$ cat src/hdl/dbg_settings.svh
`ifndef DBG_SETTINGS_SVH
`define DBG_SETTINGS_SVH

////////////////////////////////////////////////////////////////////////////
// Debug subsystem sizes
////////////////////////////////////////////////////////////////////////////

// Registers mirrored by the shadow
// At most 16 since the write index is 4 bits
`define DBG_NUM_REGS 16

// Width of each event counter
// Views show the low and high 16-bit halves
`define DBG_CNT_W 32

`endif

$ cat src/hdl/dbg_pkg.sv
`default_nettype none

`include "dbg_settings.svh"

package dbg_pkg;

	typedef logic [15:0] word_t;
	typedef logic [3:0] reg_addr_t;
	typedef logic [7:0] view_sel_t;
	typedef logic [`DBG_CNT_W-1:0] count_t;
	typedef logic [3:0] apb_addr_t;

	// Fixed LED view codes
	typedef enum view_sel_t {
		VIEW_STATUS    = 8'h00,
		VIEW_PC        = 8'h0F,
		VIEW_INST      = 8'h10,
		VIEW_MEM_LO    = 8'h2D,
		VIEW_MEM_HI    = 8'h2E,
		VIEW_FETCH_LO  = 8'h2F,
		VIEW_REG_LAST  = 8'h30,
		VIEW_REG_FIRST = 8'h3F,
		VIEW_FAIL_LO   = 8'h48,
		VIEW_FAIL_HI   = 8'h49
	} view_code_e;

	localparam apb_addr_t APB_CTRL  = 4'h0;
	localparam apb_addr_t APB_VIEW  = 4'h4;
	localparam apb_addr_t APB_CLEAR = 4'h8;

endpackage

`default_nettype wire

$ cat src/hdl/dbg_apb_regs.sv
`timescale 1ns/1ps
`default_nettype none

module dbg_apb_regs (
	input wire clk,
	input wire reset,

	input wire dbg_pkg::apb_addr_t paddr,
	input wire psel,
	input wire penable,
	input wire pwrite,
	input wire dbg_pkg::word_t pwdata,
	output dbg_pkg::word_t prdata,
	output logic pready,
	output logic pslverr,

	input wire dbg_pkg::word_t led_data,

	output logic sel_override,
	output dbg_pkg::view_sel_t override_sel,
	output logic cnt_clear
);

	import dbg_pkg::*;

	logic access;
	logic wr_access;
	logic rd_access;
	logic wr_legal;
	logic rd_legal;
	word_t ctrl_word;

	////////////////////////////////////////////////////////////////////////////
	// Access decode
	////////////////////////////////////////////////////////////////////////////

	// No wait states, every access cycle completes
	assign access = psel && penable;

	assign wr_legal = (paddr == APB_CTRL) || (paddr == APB_CLEAR);
	assign rd_legal = (paddr == APB_CTRL) || (paddr == APB_VIEW);

	assign wr_access = access && pwrite && wr_legal;
	assign rd_access = access && !pwrite && rd_legal;

	assign pready  = access;
	assign pslverr = access && !(pwrite ? wr_legal : rd_legal);

	assign ctrl_word = {override_sel, 7'b0, sel_override};

	always_comb begin
		prdata = '0;
		if (rd_access) begin
			case (paddr)
				APB_CTRL: prdata = ctrl_word;
				APB_VIEW: prdata = led_data;
				default:  prdata = '0;
			endcase
		end
	end

	////////////////////////////////////////////////////////////////////////////
	// CTRL register and clear pulse
	////////////////////////////////////////////////////////////////////////////

	always_ff @(posedge clk) begin
		if (reset) begin
			sel_override <= 1'b0;
			override_sel <= '0;
			cnt_clear <= 1'b0;
		end else begin
			if (wr_access && paddr == APB_CTRL) begin
				sel_override <= pwdata[0];
				override_sel <= pwdata[15:8];
			end
			// Single cycle, counters zero on the following edge
			cnt_clear <= wr_access && (paddr == APB_CLEAR);
		end
	end

	// Bus protocol from the host side
	penable_needs_psel: assert property (
		@(posedge clk) disable iff (reset)
		penable |-> psel
	);

endmodule

`default_nettype wire

$ cat src/hdl/dbg_top.sv
`timescale 1ns/1ps
`default_nettype none

`include "dbg_settings.svh"

module dbg_top (
	input wire clk,
	input wire reset,
	input wire dbg_pkg::word_t sw,
	output dbg_pkg::word_t led_data,

	input wire reg_writable,
	input wire dbg_pkg::reg_addr_t reg_write_addr,
	input wire dbg_pkg::word_t reg_write_value,

	input wire dbg_pkg::word_t if_pc,
	input wire dbg_pkg::word_t if_inst,
	input wire inst_read_done,
	input wire mem_op,
	input wire mem_retry,
	input wire hold,
	input wire flush,
	input wire decoder_error,

	input wire dbg_pkg::apb_addr_t paddr,
	input wire psel,
	input wire penable,
	input wire pwrite,
	input wire dbg_pkg::word_t pwdata,
	output dbg_pkg::word_t prdata,
	output logic pready,
	output logic pslverr
);

	import dbg_pkg::*;

	logic [`DBG_NUM_REGS*$bits(word_t)-1:0] reg_debug_out;
	count_t mem_act;
	count_t fetch_cnt;
	count_t fail_cnt;
	logic sel_override;
	view_sel_t override_sel;
	logic cnt_clear;

	reg_shadow reg_shadow_inst (
		.clk(clk),
		.reset(reset),
		.reg_writable(reg_writable),
		.reg_write_addr(reg_write_addr),
		.reg_write_value(reg_write_value),
		.reg_debug_out(reg_debug_out)
	);

	event_counters event_counters_inst (
		.clk(clk),
		.reset(reset),
		.mem_op(mem_op),
		.inst_read_done(inst_read_done),
		.mem_retry(mem_retry),
		.cnt_clear(cnt_clear),
		.mem_act(mem_act),
		.fetch_cnt(fetch_cnt),
		.fail_cnt(fail_cnt)
	);

	led_ctrl led_ctrl_inst (
		.sw(sw),
		.sel_override(sel_override),
		.override_sel(override_sel),
		.hold(hold),
		.flush(flush),
		.decoder_error(decoder_error),
		.inst_read_done(inst_read_done),
		.if_pc(if_pc),
		.if_inst(if_inst),
		.reg_debug_out(reg_debug_out),
		.mem_act(mem_act),
		.fetch_cnt(fetch_cnt),
		.fail_cnt(fail_cnt),
		.led_data(led_data)
	);

	// Host port, also reads back the LED word
	dbg_apb_regs dbg_apb_regs_inst (
		.clk(clk),
		.reset(reset),
		.paddr(paddr),
		.psel(psel),
		.penable(penable),
		.pwrite(pwrite),
		.pwdata(pwdata),
		.prdata(prdata),
		.pready(pready),
		.pslverr(pslverr),
		.led_data(led_data),
		.sel_override(sel_override),
		.override_sel(override_sel),
		.cnt_clear(cnt_clear)
	);

endmodule

`default_nettype wire

$ cat src/hdl/event_counters.sv
`timescale 1ns/1ps
`default_nettype none

module event_counters (
	input wire clk,
	input wire reset,

	input wire mem_op,
	input wire inst_read_done,
	input wire mem_retry,
	input wire cnt_clear,

	output dbg_pkg::count_t mem_act,
	output dbg_pkg::count_t fetch_cnt,
	output dbg_pkg::count_t fail_cnt
);

	import dbg_pkg::*;

	localparam int NUM_EVENTS = 3;

	logic [NUM_EVENTS-1:0] events;
	count_t [NUM_EVENTS-1:0] cnt;

	// Slot order matches the output order below
	assign events = {mem_retry, inst_read_done, mem_op};

	always_ff @(posedge clk) begin
		if (reset || cnt_clear) begin
			cnt <= '0;
		end else begin
			for (int i = 0; i < NUM_EVENTS; i++) begin
				// Wraps silently at full scale
				if (events[i]) begin
					cnt[i] <= cnt[i] + 1'b1;
				end
			end
		end
	end

	assign mem_act   = cnt[0];
	assign fetch_cnt = cnt[1];
	assign fail_cnt  = cnt[2];

	////////////////////////////////////////////////////////////////////////////
	// Checks
	////////////////////////////////////////////////////////////////////////////

	// Clear beats any event arriving in the same cycle
	clear_zeroes_all: assert property (
		@(posedge clk) disable iff (reset)
		cnt_clear |=> (mem_act == '0 && fetch_cnt == '0 && fail_cnt == '0)
	);

endmodule

`default_nettype wire

$ cat src/hdl/led_ctrl.sv
`timescale 1ns/1ps
`default_nettype none

`include "dbg_settings.svh"

module led_ctrl (
	input wire dbg_pkg::word_t sw,
	input wire sel_override,
	input wire dbg_pkg::view_sel_t override_sel,

	input wire hold,
	input wire flush,
	input wire decoder_error,
	input wire inst_read_done,
	input wire dbg_pkg::word_t if_pc,
	input wire dbg_pkg::word_t if_inst,

	input wire [`DBG_NUM_REGS*$bits(dbg_pkg::word_t)-1:0] reg_debug_out,

	input wire dbg_pkg::count_t mem_act,
	input wire dbg_pkg::count_t fetch_cnt,
	input wire dbg_pkg::count_t fail_cnt,

	output dbg_pkg::word_t led_data
);

	import dbg_pkg::*;

	view_sel_t view_code;
	reg_addr_t reg_idx;
	word_t [`DBG_NUM_REGS-1:0] shadow_words;
	logic [31:0] mem_wide;
	logic [31:0] fail_wide;

	assign view_code = sel_override ? override_sel : sw[15:8];

	// Code 3F is register 0, counting down
	assign reg_idx = reg_addr_t'(VIEW_REG_FIRST - view_code);

	assign shadow_words = reg_debug_out;

	// Counters padded so both halves exist at any width
	assign mem_wide  = 32'(mem_act);
	assign fail_wide = 32'(fail_cnt);

	always_comb begin
		led_data = sw;
		case (view_code)
			VIEW_STATUS: begin
				led_data = {hold, 1'b0, flush, 1'b0, decoder_error, 1'b0,
					inst_read_done, 9'b0};
			end
			VIEW_PC:       led_data = if_pc;
			VIEW_INST:     led_data = if_inst;
			VIEW_MEM_LO:   led_data = mem_wide[15:0];
			VIEW_MEM_HI:   led_data = mem_wide[31:16];
			VIEW_FETCH_LO: led_data = word_t'(fetch_cnt);
			VIEW_FAIL_LO:  led_data = fail_wide[15:0];
			VIEW_FAIL_HI:  led_data = fail_wide[31:16];
			default: begin
				// Shadow slices, anything else keeps the switches
				if (view_code inside {[VIEW_REG_LAST:VIEW_REG_FIRST]} &&
						int'(reg_idx) < `DBG_NUM_REGS) begin
					led_data = shadow_words[reg_idx];
				end
			end
		endcase
	end

endmodule

`default_nettype wire

$ cat src/hdl/reg_shadow.sv
`timescale 1ns/1ps
`default_nettype none

`include "dbg_settings.svh"

module reg_shadow (
	input wire clk,
	input wire reset,

	input wire reg_writable,
	input wire dbg_pkg::reg_addr_t reg_write_addr,
	input wire dbg_pkg::word_t reg_write_value,

	output logic [`DBG_NUM_REGS*$bits(dbg_pkg::word_t)-1:0] reg_debug_out
);

	import dbg_pkg::*;

	// One word per register, register 0 in the lowest slice
	word_t [`DBG_NUM_REGS-1:0] shadow;

	always_ff @(posedge clk) begin
		if (reset) begin
			shadow <= '0;
		end else if (reg_writable) begin
			// Indexes past the register count are dropped
			if (int'(reg_write_addr) < `DBG_NUM_REGS) begin
				shadow[reg_write_addr] <= reg_write_value;
			end
		end
	end

	assign reg_debug_out = shadow;

	////////////////////////////////////////////////////////////////////////////
	// Checks
	////////////////////////////////////////////////////////////////////////////

	// A strobed write from the core must carry a known index
	write_addr_known: assert property (
		@(posedge clk) disable iff (reset)
		reg_writable |-> !$isunknown(reg_write_addr)
	);

endmodule

`default_nettype wire

$ cat config.mk
export PLATFORM = sky130hd
export DESIGN_NAME = dbg_top
export DESIGN_NICKNAME = d
export VERILOG_FILES = /design/src/hdl/dbg_pkg.sv /design/src/hdl/dbg_apb_regs.sv /design/src/hdl/dbg_top.sv /design/src/hdl/event_counters.sv /design/src/hdl/led_ctrl.sv /design/src/hdl/reg_shadow.sv
export VERILOG_INCLUDE_DIRS = /design/src /design/src/hdl
export SDC_FILE = /design/constraint.sdc
export NUM_CORES = 1
export LEC_CHECK = 0
export ABC_AREA = 1
export BUFFER_PORTS_ARGS = -buffer_cell sky130_fd_sc_hd__buf_2
export CORE_ASPECT_RATIO = 0.8
export CORE_UTILIZATION = 50
export CTS_CLUSTER_SIZE = 30
export DETAILED_ROUTE_END_ITERATION = 10
export HOLD_SLACK_MARGIN = 0.15
export PLACE_DENSITY = 0.68
export SYNTH_ARGS = -nofsm -noshare
export SYNTH_HDL_FRONTEND = slang
export SYNTH_SLANG_ARGS = --single-unit
$ cat constraint.sdc
create_clock -name clk -period 6.7 [get_ports clk]
set_clock_uncertainty 0.2 [all_clocks]
set_input_delay 1.34 -clock clk [delete_from_list [all_inputs] [get_ports clk]]
set_output_delay 1.34 -clock clk [all_outputs]
set_load 0.005 [all_outputs]
Word level (Yosys, flattened, before mapping) --
Cells that the tools add are included.
Word-level totals: input port bits 100, register bits after elaboration 362, output and inout bits 34
Operators by class: magnitude comparators 5, muxes and demuxes 11, eq/ne operators 9, add/sub/neg operators 4, reduce and logical (&&, ||, !) cells 17
Operators with widths (number):
- bitwise mux 256 bit | 1
- one-hot mux 16 bit (8 select lines) | 1
- adder 32 x 1 -> 32 bit (second input constant) | 3
- binary-select mux 16 bit (select 4 bit) | 1
- demux 16 bit (select 4 bit) | 1
- 2-to-1 mux 16 bit | 4
- one-hot mux 16 bit (2 select lines) | 1
- == test 8 x 6 -> 1 bit (second input constant) | 3
- == test 8 x 7 -> 1 bit (second input constant) | 2
- logical AND 1 bit | 10
- < comparator 4 x 5 -> 1 bit (second input constant) | 2
- == test 8 x 4 -> 1 bit (second input constant) | 1
- == test 8 x 5 -> 1 bit (second input constant) | 1
- greater-or-equal comparator 8 x 6 -> 1 bit (second input constant) | 1
- less-or-equal comparator 8 x 6 -> 1 bit (second input constant) | 1
- logical NOT 8 bit | 1
- 2-to-1 mux 8 bit | 1
- == test 4 x 3 -> 1 bit (second input constant) | 1
- == test 4 bit (second input constant) | 1
- greater-or-equal comparator 4 x 1 -> 1 bit (second input constant) | 1
- logical NOT 4 bit | 1
- subtractor 4 bit (first input constant) | 1
- logical OR 1 bit | 3
- logical NOT 1 bit | 2
- 2-to-1 mux 1 bit | 1

Depth between registers and ports, before layout --
Gate-level depths: netlist of run 1.
depth in word-level cells 8, gate-level depth with buffers 19, depth with buffers taken out 16

By module --
A second synthesis of run 1 with hierarchy kept.
Second synthesis, totals: cell total of the unflattened synthesis 3478, area total of the unflattened synthesis 20642.3 µm²
By module, submodules not included:
- reg_shadow | cells each 1492, times used 1, seq. area each 5124.9 µm², area an instance 10112.2 µm²
- event_counters | cells each 814, times used 1, seq. area each 1921.8 µm², area an instance 5187.5 µm²
- led_ctrl | cells each 1048, times used 1, seq. area each 0.0 µm², area an instance 4586.9 µm²
- dbg_apb_regs | cells each 124, times used 1, seq. area each 200.2 µm², area an instance 755.7 µm²

Worst setup path after synthesis of run 1 --
No wires, ideal clock.
path kind input to output, from input sw[9], to output prdata[0], arrival time 2.690 ns, path slack 2.470 ns, cell stages on the path 15, buffers on the path 2, cell sequence inv_1 > nand2_1 > nand2_2 > nand2_2 > nor2_2 > nand2_1 > nand3_1 > or2_1 > buf_6 > buf_6 > nor2_2 > nand2_1 > nand2_1 > nand2_1 > nand2_1
On the way: cells in the longest elaborated chain, start to end 8, elaborated cells on any way between the ends 19, those cells by class 1 x add/sub; 2 x order compare; 7 x eq/ne; 7 x mux; 2 x reduce/logical
Ends and longest elaborated chain:
- from (decl) | RTL line dbg_top.sv:9 | input wire dbg_pkg::word_t sw,
- 2-to-1 mux 8 bit (*) | RTL line led_ctrl.sv:35 | assign view_code = sel_override ? override_sel : sw[15:8];
- subtractor 4 bit | RTL line led_ctrl.sv:38 | assign reg_idx = reg_addr_t'(VIEW_REG_FIRST - view_code);
- binary-select mux 16 bit (select 4 bit) | RTL line led_ctrl.sv:64 | led_data = shadow_words[reg_idx];
- 2-to-1 mux 16 bit (implied by the code) | RTL line led_ctrl.sv:64
- 2-to-1 mux 16 bit | RTL line led_ctrl.sv:62 | if (view_code inside {[VIEW_REG_LAST:VIEW_REG_FIRST]} &&
- one-hot mux 16 bit (8 select lines) (*) | RTL line led_ctrl.sv:48 | case (view_code)
- via led_data[0] | RTL line dbg_top.sv:10 | output dbg_pkg::word_t led_data,
- one-hot mux 16 bit (2 select lines) (*) | RTL line dbg_apb_regs.sv:54 | case (paddr)
- 2-to-1 mux 16 bit (*) | RTL line dbg_apb_regs.sv:53 | if (rd_access) begin
- to (decl) | RTL line dbg_top.sv:30 | output dbg_pkg::word_t prdata,
The timed path passes the listed nets; every way through them passes the cells marked *. The select of a mux whose other input is x is not followed.

Final worst setup path of run 1 --
from register dbg_apb_regs_inst.sel_override, to output prdata[11]
On the way: cells in the longest elaborated chain, start to end 8, elaborated cells on any way between the ends 19, those cells by class 1 x add/sub; 2 x order compare; 7 x eq/ne; 7 x mux; 2 x reduce/logical
Ends and longest elaborated chain:
- from (decl) | RTL line dbg_apb_regs.sv:19 | output logic sel_override,
- from (signal assigned) | RTL line dbg_apb_regs.sv:73 | sel_override <= pwdata[0];
- 2-to-1 mux 8 bit (*) | RTL line led_ctrl.sv:35
- subtractor 4 bit | RTL line led_ctrl.sv:38
- binary-select mux 16 bit (select 4 bit) | RTL line led_ctrl.sv:64
- 2-to-1 mux 16 bit (implied by the code) | RTL line led_ctrl.sv:64
- 2-to-1 mux 16 bit | RTL line led_ctrl.sv:62
- one-hot mux 16 bit (8 select lines) (*) | RTL line led_ctrl.sv:48
- one-hot mux 16 bit (2 select lines) (*) | RTL line dbg_apb_regs.sv:54
- 2-to-1 mux 16 bit (*) | RTL line dbg_apb_regs.sv:53
Mark *: on every way between the ends. The rest lies on a longest branch, timed or not. The select of a mux whose other input is x is not followed.

==> results of run 1 <==
## layer usage
metal | up-vias | global-route usage [%] | wire length, um | share of wire, %
met1 | 8265 | 51.46 | 27170 | 46
met4 | 0 | 8.371 | 1239 | 2.1
met2 | 867 | 47.04 | 23920 | 41
met5 | - | 0 | 0 | 0
li1 | 8605 | - | - | -
met3 | 92 | 5.182 | 6279 | 11
## path summary, 6_finish.rpt
path / startpoint / to / slack (ps) / cells after the start
setup / recovery: dbg_apb_regs_inst.sel_override / prdata[11] / 900 / 19
hold / removal: reg_shadow_inst.reg_debug_out[10] / reg_shadow_inst.reg_debug_out[10] / 250 / 2
setup reg to reg: dbg_apb_regs_inst.cnt_clear / event_counters_inst.fail_cnt[8] / 4000 / 4
hold reg to reg: reg_shadow_inst.reg_debug_out[10] / reg_shadow_inst.reg_debug_out[10] / 250 / 2
## placed cells by master, fill, tap and decap left out, types with 6 or more instances in the layout
cell type / netlist / final
sky130_fd_sc_hd__o211ai_1: 11 / 11
sky130_fd_sc_hd__buf_4: 3 / 33
sky130_fd_sc_hd__inv_1: 211 / 210
sky130_fd_sc_hd__nor2_1: 782 / 781
sky130_fd_sc_hd__clkbuf_16: 0 / 39
sky130_fd_sc_hd__nor3_1: 64 / 64
sky130_fd_sc_hd__buf_2: 20 / 126
sky130_fd_sc_hd__nand4_1: 26 / 26
sky130_fd_sc_hd__nor4_1: 13 / 13
sky130_fd_sc_hd__dfxtp_1: 346 / 346
sky130_fd_sc_hd__or2_2: 20 / 20
sky130_fd_sc_hd__nand2_1: 354 / 353
sky130_fd_sc_hd__clkbuf_8: 0 / 7
sky130_fd_sc_hd__a21oi_1: 129 / 129
sky130_fd_sc_hd__clkinv_2: 0 / 6
sky130_fd_sc_hd__o22ai_1: 28 / 28
sky130_fd_sc_hd__clkinv_1: 14 / 14
sky130_fd_sc_hd__o21a_1: 6 / 6
sky130_fd_sc_hd__bufinv_16: 0 / 6
sky130_fd_sc_hd__xor2_1: 7 / 7
sky130_fd_sc_hd__o21ai_0: 332 / 332
sky130_fd_sc_hd__nor2_2: 7 / 8
sky130_fd_sc_hd__nand3_1: 110 / 110
sky130_fd_sc_hd__nand2_2: 15 / 16
## power by group
part           switching [W]  internal [W]  leakage [nW]
sequential         0.0000182       0.00209          2.80
combinational       0.000316      0.000129          4.91
clock               0.000870       0.00137         0.650
total                0.00120       0.00359          8.36
## metrics by stage
| stage | total power, W | hold WS, ps | setup WS, ps | util, % |
|---|---|---|---|---|
| floorplan | 0.002417 | 223.7 | 2470 | - |
| global placement | 0.002580 | 233.0 | 1091 | 54.04 |
| detailed placement | 0.002587 | 239.6 | 1082 | 54.04 |
| CTS | 0.004797 | 249.8 | 998.3 | 58.02 |
| global route | 0.004936 | 257.7 | 720.9 | 58.02 |
| finish | 0.004797 | 245.9 | 899.9 | 58.02 |
## cell type report
cell class	instances	area, um2
well taps	427	534.3
multi-input cells	1930	8548
clock buffers	51	1091
inverters	228	863.3
clock inverters	13	219.0
flip-flops and latches	346	6927
fillers	3202	13790
repair buffers	159	878.3
## worst max-delay path: stages (launching register included)
cell                      delay [ps]
sky130_fd_sc_hd__dfxtp_1         780
sky130_fd_sc_hd__inv_4           200
sky130_fd_sc_hd__nand2_2         180
sky130_fd_sc_hd__nand2_1         310
sky130_fd_sc_hd__nand2_2         180
sky130_fd_sc_hd__buf_4           320
sky130_fd_sc_hd__buf_4           510
sky130_fd_sc_hd__nor2_1           90
sky130_fd_sc_hd__nor2_1          120
sky130_fd_sc_hd__nand2_1         130
sky130_fd_sc_hd__nand2_1          80
sky130_fd_sc_hd__nand2_1          50
sky130_fd_sc_hd__inv_1            70
sky130_fd_sc_hd__nand2_1         100
sky130_fd_sc_hd__nand2_1         140
sky130_fd_sc_hd__nand2_1          60
sky130_fd_sc_hd__nand2_1          80
sky130_fd_sc_hd__nand2_1          50
sky130_fd_sc_hd__nand2_1         100
sky130_fd_sc_hd__buf_2           120
## cell families after synthesis
family | share of synthesized area [%]
buffers and inverters | 8.432
AOI/OAI and AO/OA | 16.08
and+or+nand+nor | 33.89
xor gates and xnor gates | 0.3631
DFF | 41.02
adders and majority gates | 0.2223
## flip-flops by register name (all words and copies together), names as in the netlist
signal	count
event_counters_inst.fail_cnt	32
event_counters_inst.mem_act	32
reg_shadow_inst.reg_debug_out	256
dbg_apb_regs_inst.override_sel	8
dbg_apb_regs_inst.sel_override	1
dbg_apb_regs_inst.cnt_clear	1
event_counters_inst.fetch_cnt	16
==> impl_summary.md, run 1 <==
Status
The flow ran to the end, and the final reports show no timing, DRC or antenna violations.

Global routing
The remaining global-route overflow is 0. Entering global routing, the biggest net connects 187 pins. The number of antenna violations at the first check in global routing is 0. The first global-routing pass estimated 90130 um of wire. The total global routing track utilization is 33.17%. The via count of the first global-routing pass was roughly 16000.

Synthesis
The largest area contributor in the netlist is sky130_fd_sc_hd__dfxtp_1. The cell with the most instances after synthesis is sky130_fd_sc_hd__nor2_1. Sorting the synthesized cells by area gives the leading types as sky130_fd_sc_hd__dfxtp_1, sky130_fd_sc_hd__nor2_1, sky130_fd_sc_hd__o21ai_0. Counting flops with an async set or reset pin after synthesis yields a share of 0%.

The Yosys step of the flow raised 0 warnings. Counting every net in the synthesized netlist gives 2740. A synthesized cell averages 6.404 um2.

The post-synthesis cell area is 0.01689 mm2. The dominant register cell in the synthesized netlist is sky130_fd_sc_hd__dfxtp_1. The area share of the largest cell type after synthesis is approximately 40%. The count of flip-flops with a built-in enable after synthesis is 0. The synthesized flop and latch total is 346.

Sorting the synthesized cells by how often they occur yields sky130_fd_sc_hd__nor2_1, sky130_fd_sc_hd__nand2_1, sky130_fd_sc_hd__dfxtp_1. Summing the sequential cell areas from Yosys gives roughly 41% of the chip area. The cell count after synthesis is 2637. The synthesized netlist contains 43 unique library cells.

Place
Detailed placement ended at an HPWL of roughly 39000 um. In this run the tool buffered the top-level ports with 126 buffer cells. The final weighted congestion in routability-driven placement is 0.9504. The cell area after placement is ~0.018 mm2.

The number of cells in the design after placement is 3090.

Floorplanning
Measured along the x axis, the die boundary spans 207.5 um. The number of rows in the core area is 59. The effective utilization at floorplan is 51.41%.

134 I/O pins were placed. Measured along the y axis, the die boundary spans 166.4 um. The floorplan step defined a die boundary enclosing approximately 0.035 mm2.

The area of the core is about 0.033 mm2.

Drt
The first-pass iteration count of the detailed router is 6. The average detailed-routed wire length per instance is 18.58 um. The number of vias in the routed layout is 17830. The detail-routed via count per cell is between 5 and 6.

After detailed routing, the total wire length is between 50000 and 60000 um. The remaining antenna violation count after routing is 0. In the routed design, unresolved DRC markers number 0. After the first detailed-routing iteration, the DRC count stood at 2009.

Critical path
STA puts the critical path data arrival time at 4260 ps. The path type of the worst setup path is flop to primary output. The data required time of the critical path is 5160 ps. The launching element type of the critical path is a flop. The worst setup path is captured at a primary output. Of all nets on the critical path, the largest fanout is 36.

STA
The hold violation total from the final report is 0. Based on the critical path, the design can be clocked at up to roughly 170 MHz. The final critical path time including I/O delays and setup is between 5000 and 6000 ps. The total negative setup slack is 0 ps. Setup repair after global routing left no endpoint under its margin. The slew at the pin with the worst max-slew slack is 1149 ps. The final-report max-slew violation count is 0.

The total setup violations reported at the end of the flow is 0. The period utilization is 86.57%. Measured against its own limit, the worst slew margin works out to 23.39%.

Clock network
TritonCTS created 38 clock buffers. The longest clock path from root to sink contains 3 buffers. The insertion delay to the later sink of the worst-skew pair is 540 ps.

The maximum level of the CTS H-tree is 2. The CTS root buffer is sky130_fd_sc_hd__clkbuf_16. In this run, post-CTS hold repair placed 0 buffers. The number of sinks handled by clock tree synthesis is 346. The number of gates resized after cts is 0. The CTS tree is yes. The clock slew at the register clock pins of the worst setup and hold paths is roughly 60 ps.

Once the clock tree was built, the setup fixing pass inserted 0 buffers.

Flow run
The count of max-cap constraint violations is 0.

Final layout
The area growth from synthesis to layout is 12.87%. The net count of the finished layout is 2806. The number of antenna diodes in the final layout is 0. After routing the design area is roughly 0.019 mm2. The ratio of cells with drive above 1 in the final layout is 10.01%. The post-route non-filler standard cell count is between 3000 and 4000.

Min path
The tightest min-delay check is of the flop to flop type.

Power
The largest vdd supply drop is roughly 160 uV. The leakage dissipation is 8.360 nW. Power spread over the standard cell area amounts to 251.6 mW/mm2.
Power figures use the tool's default switching activity.
==> run 2, diff against run 1 <==
Settings changed: CORE_MARGIN set to 5.
==> impl_summary.md, run 2 (synthesis results as in run 1) <==
Drt
The detailed router placed 17850 vias in this run. The remaining antenna violation count after routing is 0. The final routed DRC violation total is 0. The first-pass iteration count of the detailed router is 6. The average detailed-routed wire length per instance is 18.64 um. The detailed router's first-iteration violation count is 2193. In the routed layout, each cell is associated on average with a via count of 5.630. The final layout contains routed wiring with a total length of 59090 um.

STA
Counting I/O delays and the setup requirement, the final critical path takes about 6000 ps. The hold violation total from the final report is 0. Summed over all failing endpoints, the final setup total negative slack is 0 ps. Hold is met by 246.9 ps. In the finished design, the share of the clock period the worst path needs comes to 89.56%.

The worst slew margin relative to its limit is 19.13%. For the pin with the worst max-slew slack, the measured transition is 1213 ps. The final-report max-slew violation count came to 0. Setup violations remaining at the end of the flow were counted as 0. For this run, the top clock speed supported by timing is 166.7 MHz. Setup repair after global routing left no endpoint under its margin.

Power
The largest vdd supply drop is 172.3 uV. The net switching power of the design is 0.001212 W. The share of power burned in combinational logic is 9.4%. The share of total power in sequential cells is between 40% and 50%. Cell internal power was estimated by the tool at 0.003592 W. Power spread over the standard cell area amounts to 250.9 mW/mm2. The share of total power dissipated in the clock network is 46.7%.

For this design the static power due to leakage is 8.403 nW. The fraction of power spent switching nets is 25.22%.

Final layout
The most common cell after layout, fill and taps aside is sky130_fd_sc_hd__nor2_1. The net count of the finished layout is between 2000 and 3000. Fill cells in the final layout number 3236. The synthesis-to-finish area growth is 13.37%. After routing the design area is approximately 0.019 mm2. The register with the most flip-flops in the layout has 256 of them. The top cell types in the final layout, fill and taps aside, are sky130_fd_sc_hd__nor2_1, sky130_fd_sc_hd__nand2_1, sky130_fd_sc_hd__dfxtp_1. The ratio of cells with drive above 1 in the final layout is about a tenth.

Clock network
The number of buffers created by CTS is 37. The clock passes through at most 3 buffers. Clock-pin slew was measured on the worst setup and hold paths at around 60 ps. The insertion delay to the later sink of the worst-skew pair is 530 ps. For this design, the sink count on the clock tree is 346. TritonCTS built the clock tree. Once the clock tree was built, the resizer swapped 0 gates to a different size. The H-tree generated during clock tree synthesis spans 2 levels. The CTS root buffer is sky130_fd_sc_hd__clkbuf_16. The number of hold-repair buffers added at the cts stage is 0. The post-CTS setup buffer count is 0.

Place
The number of input and output port buffers inserted is 126. Once placement finished, the instance area stood at 0.01780 mm2. Once detailed placement completed, the half-perimeter wirelength came to 40190 um. The congestion estimate from routability-driven global placement came to 0.9441.

Global routing
Global routing finished with a remaining overflow of 0. The first global-routing pass estimated roughly 90000 um of wire. Across every metal layer, demand over resource in global routing totals a little under a third. The number of antenna violations at the first check in global routing is 1. The via count of the first global-routing pass came to 15750. The largest net degree at the start of global routing is 192.

Critical path
The startpoint of the worst-slack reg-to-reg timing path is dbg_apb_regs_inst.cnt_clear. The data required time of the critical path is between 5000 and 6000 ps. The critical path startpoint is dbg_apb_regs_inst.sel_override.

The data arrival time of the critical path is about 4500 ps. The worst setup path is of the flop to primary output kind. The capturing element type of the critical path is a primary output. The maximum fanout along the worst path is 18. The launching element type of the critical path is a flop.

Status
The flow ran to the end, and the final reports show no timing, DRC or antenna violations.

Floorplanning
The effective utilization at floorplan is 50.44%. The core region is 0.03348 mm2. In this run the vertical extent of the chip is 174.4 um. The area of the die is about 0.038 mm2.

The number of top-level pins is 134. The initialized floorplan defines 60 standard-cell rows. In this run the horizontal extent of the chip is 215.5 um.

Min path
The start point of the worst hold path is reg_shadow_inst.reg_debug_out[206]. The path class of the lowest-slack min-delay path is flop to flop.

Flow run
The count of max-cap constraint violations is 0.
==> run 2: cell count changes in the layout (fill, tap and decap cells not counted) <==
cell / delta
sky130_fd_sc_hd__clkinv_2: +3
sky130_fd_sc_hd__bufinv_16: -1
sky130_fd_sc_hd__diode_2: +1
sky130_fd_sc_hd__clkbuf_8: +3
sky130_fd_sc_hd__clkinvlp_4: +2
sky130_fd_sc_hd__buf_12: +1
sky130_fd_sc_hd__buf_4: +3
sky130_fd_sc_hd__clkbuf_1: -3
==> run 2: worst max-delay path, cell delays in order (launching register included) <==
cell,delay [ps]
sky130_fd_sc_hd__dfxtp_1,770
sky130_fd_sc_hd__nand2_1,360
sky130_fd_sc_hd__nand2_1,470
sky130_fd_sc_hd__nand2_2,380
sky130_fd_sc_hd__inv_1,170
sky130_fd_sc_hd__nand3_1,520
sky130_fd_sc_hd__o22ai_1,570
sky130_fd_sc_hd__nor3_1,160
sky130_fd_sc_hd__nand2_1,220
sky130_fd_sc_hd__nand2_1,110
sky130_fd_sc_hd__nand2_1,90
sky130_fd_sc_hd__buf_2,110
==> run 2: layout make-up <==
class / count / area [um2] / area share (%)
Sequential cell: 346 / 6927 / 36.18
Tap cell: 434 / 543.0 / 2.836
Timing Repair Buffer: 163 / 920.9 / 4.810
Multi-Input combinational cell: 1930 / 8548 / 44.65
Clock buffer: 51 / 1121 / 5.856
Inverter: 228 / 863.3 / 4.510
Clock inverter: 17 / 219.0 / 1.144
Antenna cell: 1 / 2.502 / 0.01307
==> run 2: power by group through the flow <==
| stage | clock, W | combinational [W] | sequential [W] |
|---|---|---|---|
| floorplan | 0 | 0.000264 | 0.00215 |
| global placement | 0 | 0.000431 | 0.00216 |
| detailed placement | 0 | 0.000436 | 0.00216 |
| CTS | 0.00227 | 0.000438 | 0.00211 |
| global route | 0.00235 | 0.000490 | 0.00212 |
| finish | 0.00224 | 0.000450 | 0.00211 |
==> run 2: final timing paths <==
path	endpoint	slack (ps)	cells after the start
worst min-delay path	reg_shadow_inst.reg_debug_out[206]	250	2
worst min register to register	reg_shadow_inst.reg_debug_out[206]	250	2
worst max-delay path	prdata[8]	700	11
worst max register to register	event_counters_inst.fail_cnt[8]	3890	4
==> run 2: stage by stage <==
step	total power (W)	utilization, %	worst slack (ps)	std cells
floorplan	0.002417	-	2470	2637
global placement	0.002587	53.17	1005	3101
detailed placement	0.002593	53.17	970.4	3101
CTS	0.004816	57.17	879.7	3169
global route	0.004957	57.18	517.0	3170
finish	0.004804	57.18	699.6	3170
==> run 2: metal layers <==
metal / track usage (%) / share of wire, % / vias to the layer above
met2: 42.25 / 40 / 838
met3: 5.276 / 10 / 83
met1: 47.50 / 47 / 8307
met5: 0 / 0 / -
li1: - / - / 8618
met4: 6.665 / 2.1 / 0
==> run 3, diff against run 2 <==
Settings changed: BUFFER_PORTS_ARGS -buffer_cell sky130_fd_sc_hd__buf_2 to -buffer_cell sky130_fd_sc_hd__buf_4.
==> impl_summary.md, run 3 (synthesis results as in run 1) <==
Global routing
The most congested layer reported by global routing is met1. In the global route stage, met1 resource usage came out at 46.82%. The via count of the first global-routing pass was 16100. The first-pass GRT wire length is 91370 um. The number of antenna violations at the first check in global routing came to 1.

Entering global routing, the biggest net connects 190 pins. The global routing met2 resource utilization is around 43%. The met3 routing resource usage after global routing is 5.154%. Global routing consumed, over all layers together, 30.17% of the routing resources.

Global routing finished with a remaining overflow of 0.

STA
The worst slew margin relative to its limit is 23.46%. Setup repair after global routing left no endpoint under its margin. Subtracting the final worst setup slack from the clock period gives roughly 5700 ps. The total setup violations reported at the end of the flow is 0. The maximum clock rate is 175.8 MHz.

After layout, the worst path uses between 80 and 90% of the clock period. The total negative setup slack is 0 ps. Once routing completed, OpenROAD measured the worst setup slack at roughly 1000 ps. At the pin with the least slew margin, the transition time is between 1000 and 1500 ps.

The final-report max-slew violation count is 0. The hold violation total from the final report was 0.

Final layout
The antenna diode count is 0. The register with the most flip-flops in the layout has 256 of them. The synthesis-to-finish area growth is 14.08%.

Fill cells in the final layout number 3194. The ratio of cells with drive above 1 in the final layout is 9.699%. The most common cell after layout, fill and taps aside is sky130_fd_sc_hd__nor2_1. Leaving out fill and tap cells, the most frequent cells in the layout are sky130_fd_sc_hd__nor2_1, sky130_fd_sc_hd__nand2_1, sky130_fd_sc_hd__dfxtp_1. The net count of the finished layout is between 2000 and 3000.

Power
The design draws 0.004661 W. The worst-case IR drop observed on VDD is around 140 uV. The power per cell area is ~240 mW/mm2. The leakage dissipation is 8.375 nW.

Critical path
The worst setup path is of the flop to primary output kind. The worst setup path is captured at a primary output. The data arrival time of the critical path is 4150 ps. The worst setup path is launched from a flop. The data required time of the critical path is 5160 ps. In this run the worst path has a maximum fanout of 18.

Clock network
Counting every sink on the clock net gives 346. The insertion delay to the later sink of the worst-skew pair is 530 ps. The buffer depth of the longest clock path is 3.

The number of buffers created by CTS is 37. The number of setup buffers added after CTS is 0. After clock tree synthesis, the flow added hold-fix buffers numbering 0. TritonCTS built the clock tree. The H-tree was split into 2 levels. The clock slew at the register clock pins of the worst setup and hold paths is 60 ps. The CTS root buffer is sky130_fd_sc_hd__clkbuf_16. In this run, post-CTS repair resized a total of 0 instances.

Place
The worst slack after detailed placement is 1186 ps. The congestion estimate from routability-driven global placement came to 0.9751. After legalization and detailed placement, the total HPWL measured 40200 um. Input and output buffers added on the ports amount to 126.

Floorplanning
The initial utilization of the core area, before any placement, comes to 50.44%. The number of top-level pins is 134. The horizontal extent of the die is 215.5 um. The area of the core is 0.03348 mm2. The floorplan step defined a die boundary enclosing between 0.03 and 0.04 mm2. The floorplan step set the die height to ~170 um. After floorplanning, the core was divided into 60 placement rows.

Min path
The path class of the tightest hold or removal check is flop to flop.

Drt
The wire length reported by the detailed router is about 59000 um. The remaining antenna violation count after routing is 0. The detailed router placed 17860 vias in this run.

The final routed DRC violation total is 0. The average detailed-routed wire length per instance is 18.64 um. After the first detailed-routing iteration, the DRC count stood at 1953. The detail-routed via count per cell is between 5 and 6.

The first detailed-routing pass took 6 iterations.

Status
The run finished with clean final reports.

Flow run
The count of max-cap constraint violations is 0.
run 3: cell types whose count changed in the layout (fill, tap and decap cells not counted), sizes merged:
| cell | before | now |
|---|---|---|
| buf | 163 | 157 |
| clkbuf | 51 | 49 |
| clkinv | 23 | 18 |
| clkinvlp | 2 | 3 |
| diode | 1 | 0 |
| inv | 215 | 214 |
run 3: layout make-up:
type                            instances  area, um2  area share (%)
Tap cell                              434      543.0           2.819
Inverter                              228      863.3           4.481
Clock buffer                           49       1001           5.195
Timing Repair Buffer                  157       1191           6.183
Sequential cell                       346       6927           35.95
Clock inverter                         12      192.7           1.000
Multi-Input combinational cell       1930       8548           44.37
run 3: metrics by stage:
stage                     utilization, %  hold slack [ps]  instances  cell area (um2)
after floorplan                        -            223.7       2637            16890
after global placement             53.98            232.6       3095            18070
after detailed placement           53.98            237.7       3095            18070
after CTS                          57.54            247.9       3156            19270
after global routing               57.54            256.5       3156            19270
final                              57.54            245.5       3156            19270
run 3: critical path, stage by stage, from the launching register on:
cell and delay, ps:
sky130_fd_sc_hd__dfxtp_1 730, sky130_fd_sc_hd__nand2_1 330, sky130_fd_sc_hd__nand2_1 490, sky130_fd_sc_hd__nand2_2 120
sky130_fd_sc_hd__inv_1 310, sky130_fd_sc_hd__nand3_2 150, sky130_fd_sc_hd__nand3_1 210, sky130_fd_sc_hd__or2_1 630
sky130_fd_sc_hd__nor2_1 100, sky130_fd_sc_hd__nand2_1 110, sky130_fd_sc_hd__nand2_1 120, sky130_fd_sc_hd__nand2_1 100
sky130_fd_sc_hd__nand2_1 70, sky130_fd_sc_hd__buf_4 140
run 3: path summary, 6_finish.rpt:
kind / startpoint / end / slack, ps / cells after the start
max: dbg_apb_regs_inst.sel_override / prdata[8] / 1010 / 13
min: reg_shadow_inst.reg_debug_out[12] / reg_shadow_inst.reg_debug_out[12] / 250 / 2
max reg2reg: event_counters_inst.mem_act[11] / event_counters_inst.mem_act[30] / 4270 / 7
min reg2reg: reg_shadow_inst.reg_debug_out[12] / reg_shadow_inst.reg_debug_out[12] / 250 / 2
run 3: power breakdown:
part	internal [W]	switching (W)	total, W
Sequential	0.00209	0.0000181	0.00211
Clock	0.00124	0.000844	0.00208
Combinational	0.000150	0.000315	0.000465
run 3: metal layers:
metal | routed length [um] | part of all wire, % | up-vias
met5 | 0 | 0 | -
met4 | 1263 | 2.1 | 0
met3 | 6493 | 11 | 92
met2 | 23910 | 41 | 908
met1 | 27150 | 46 | 8245
li1 | - | - | 8618
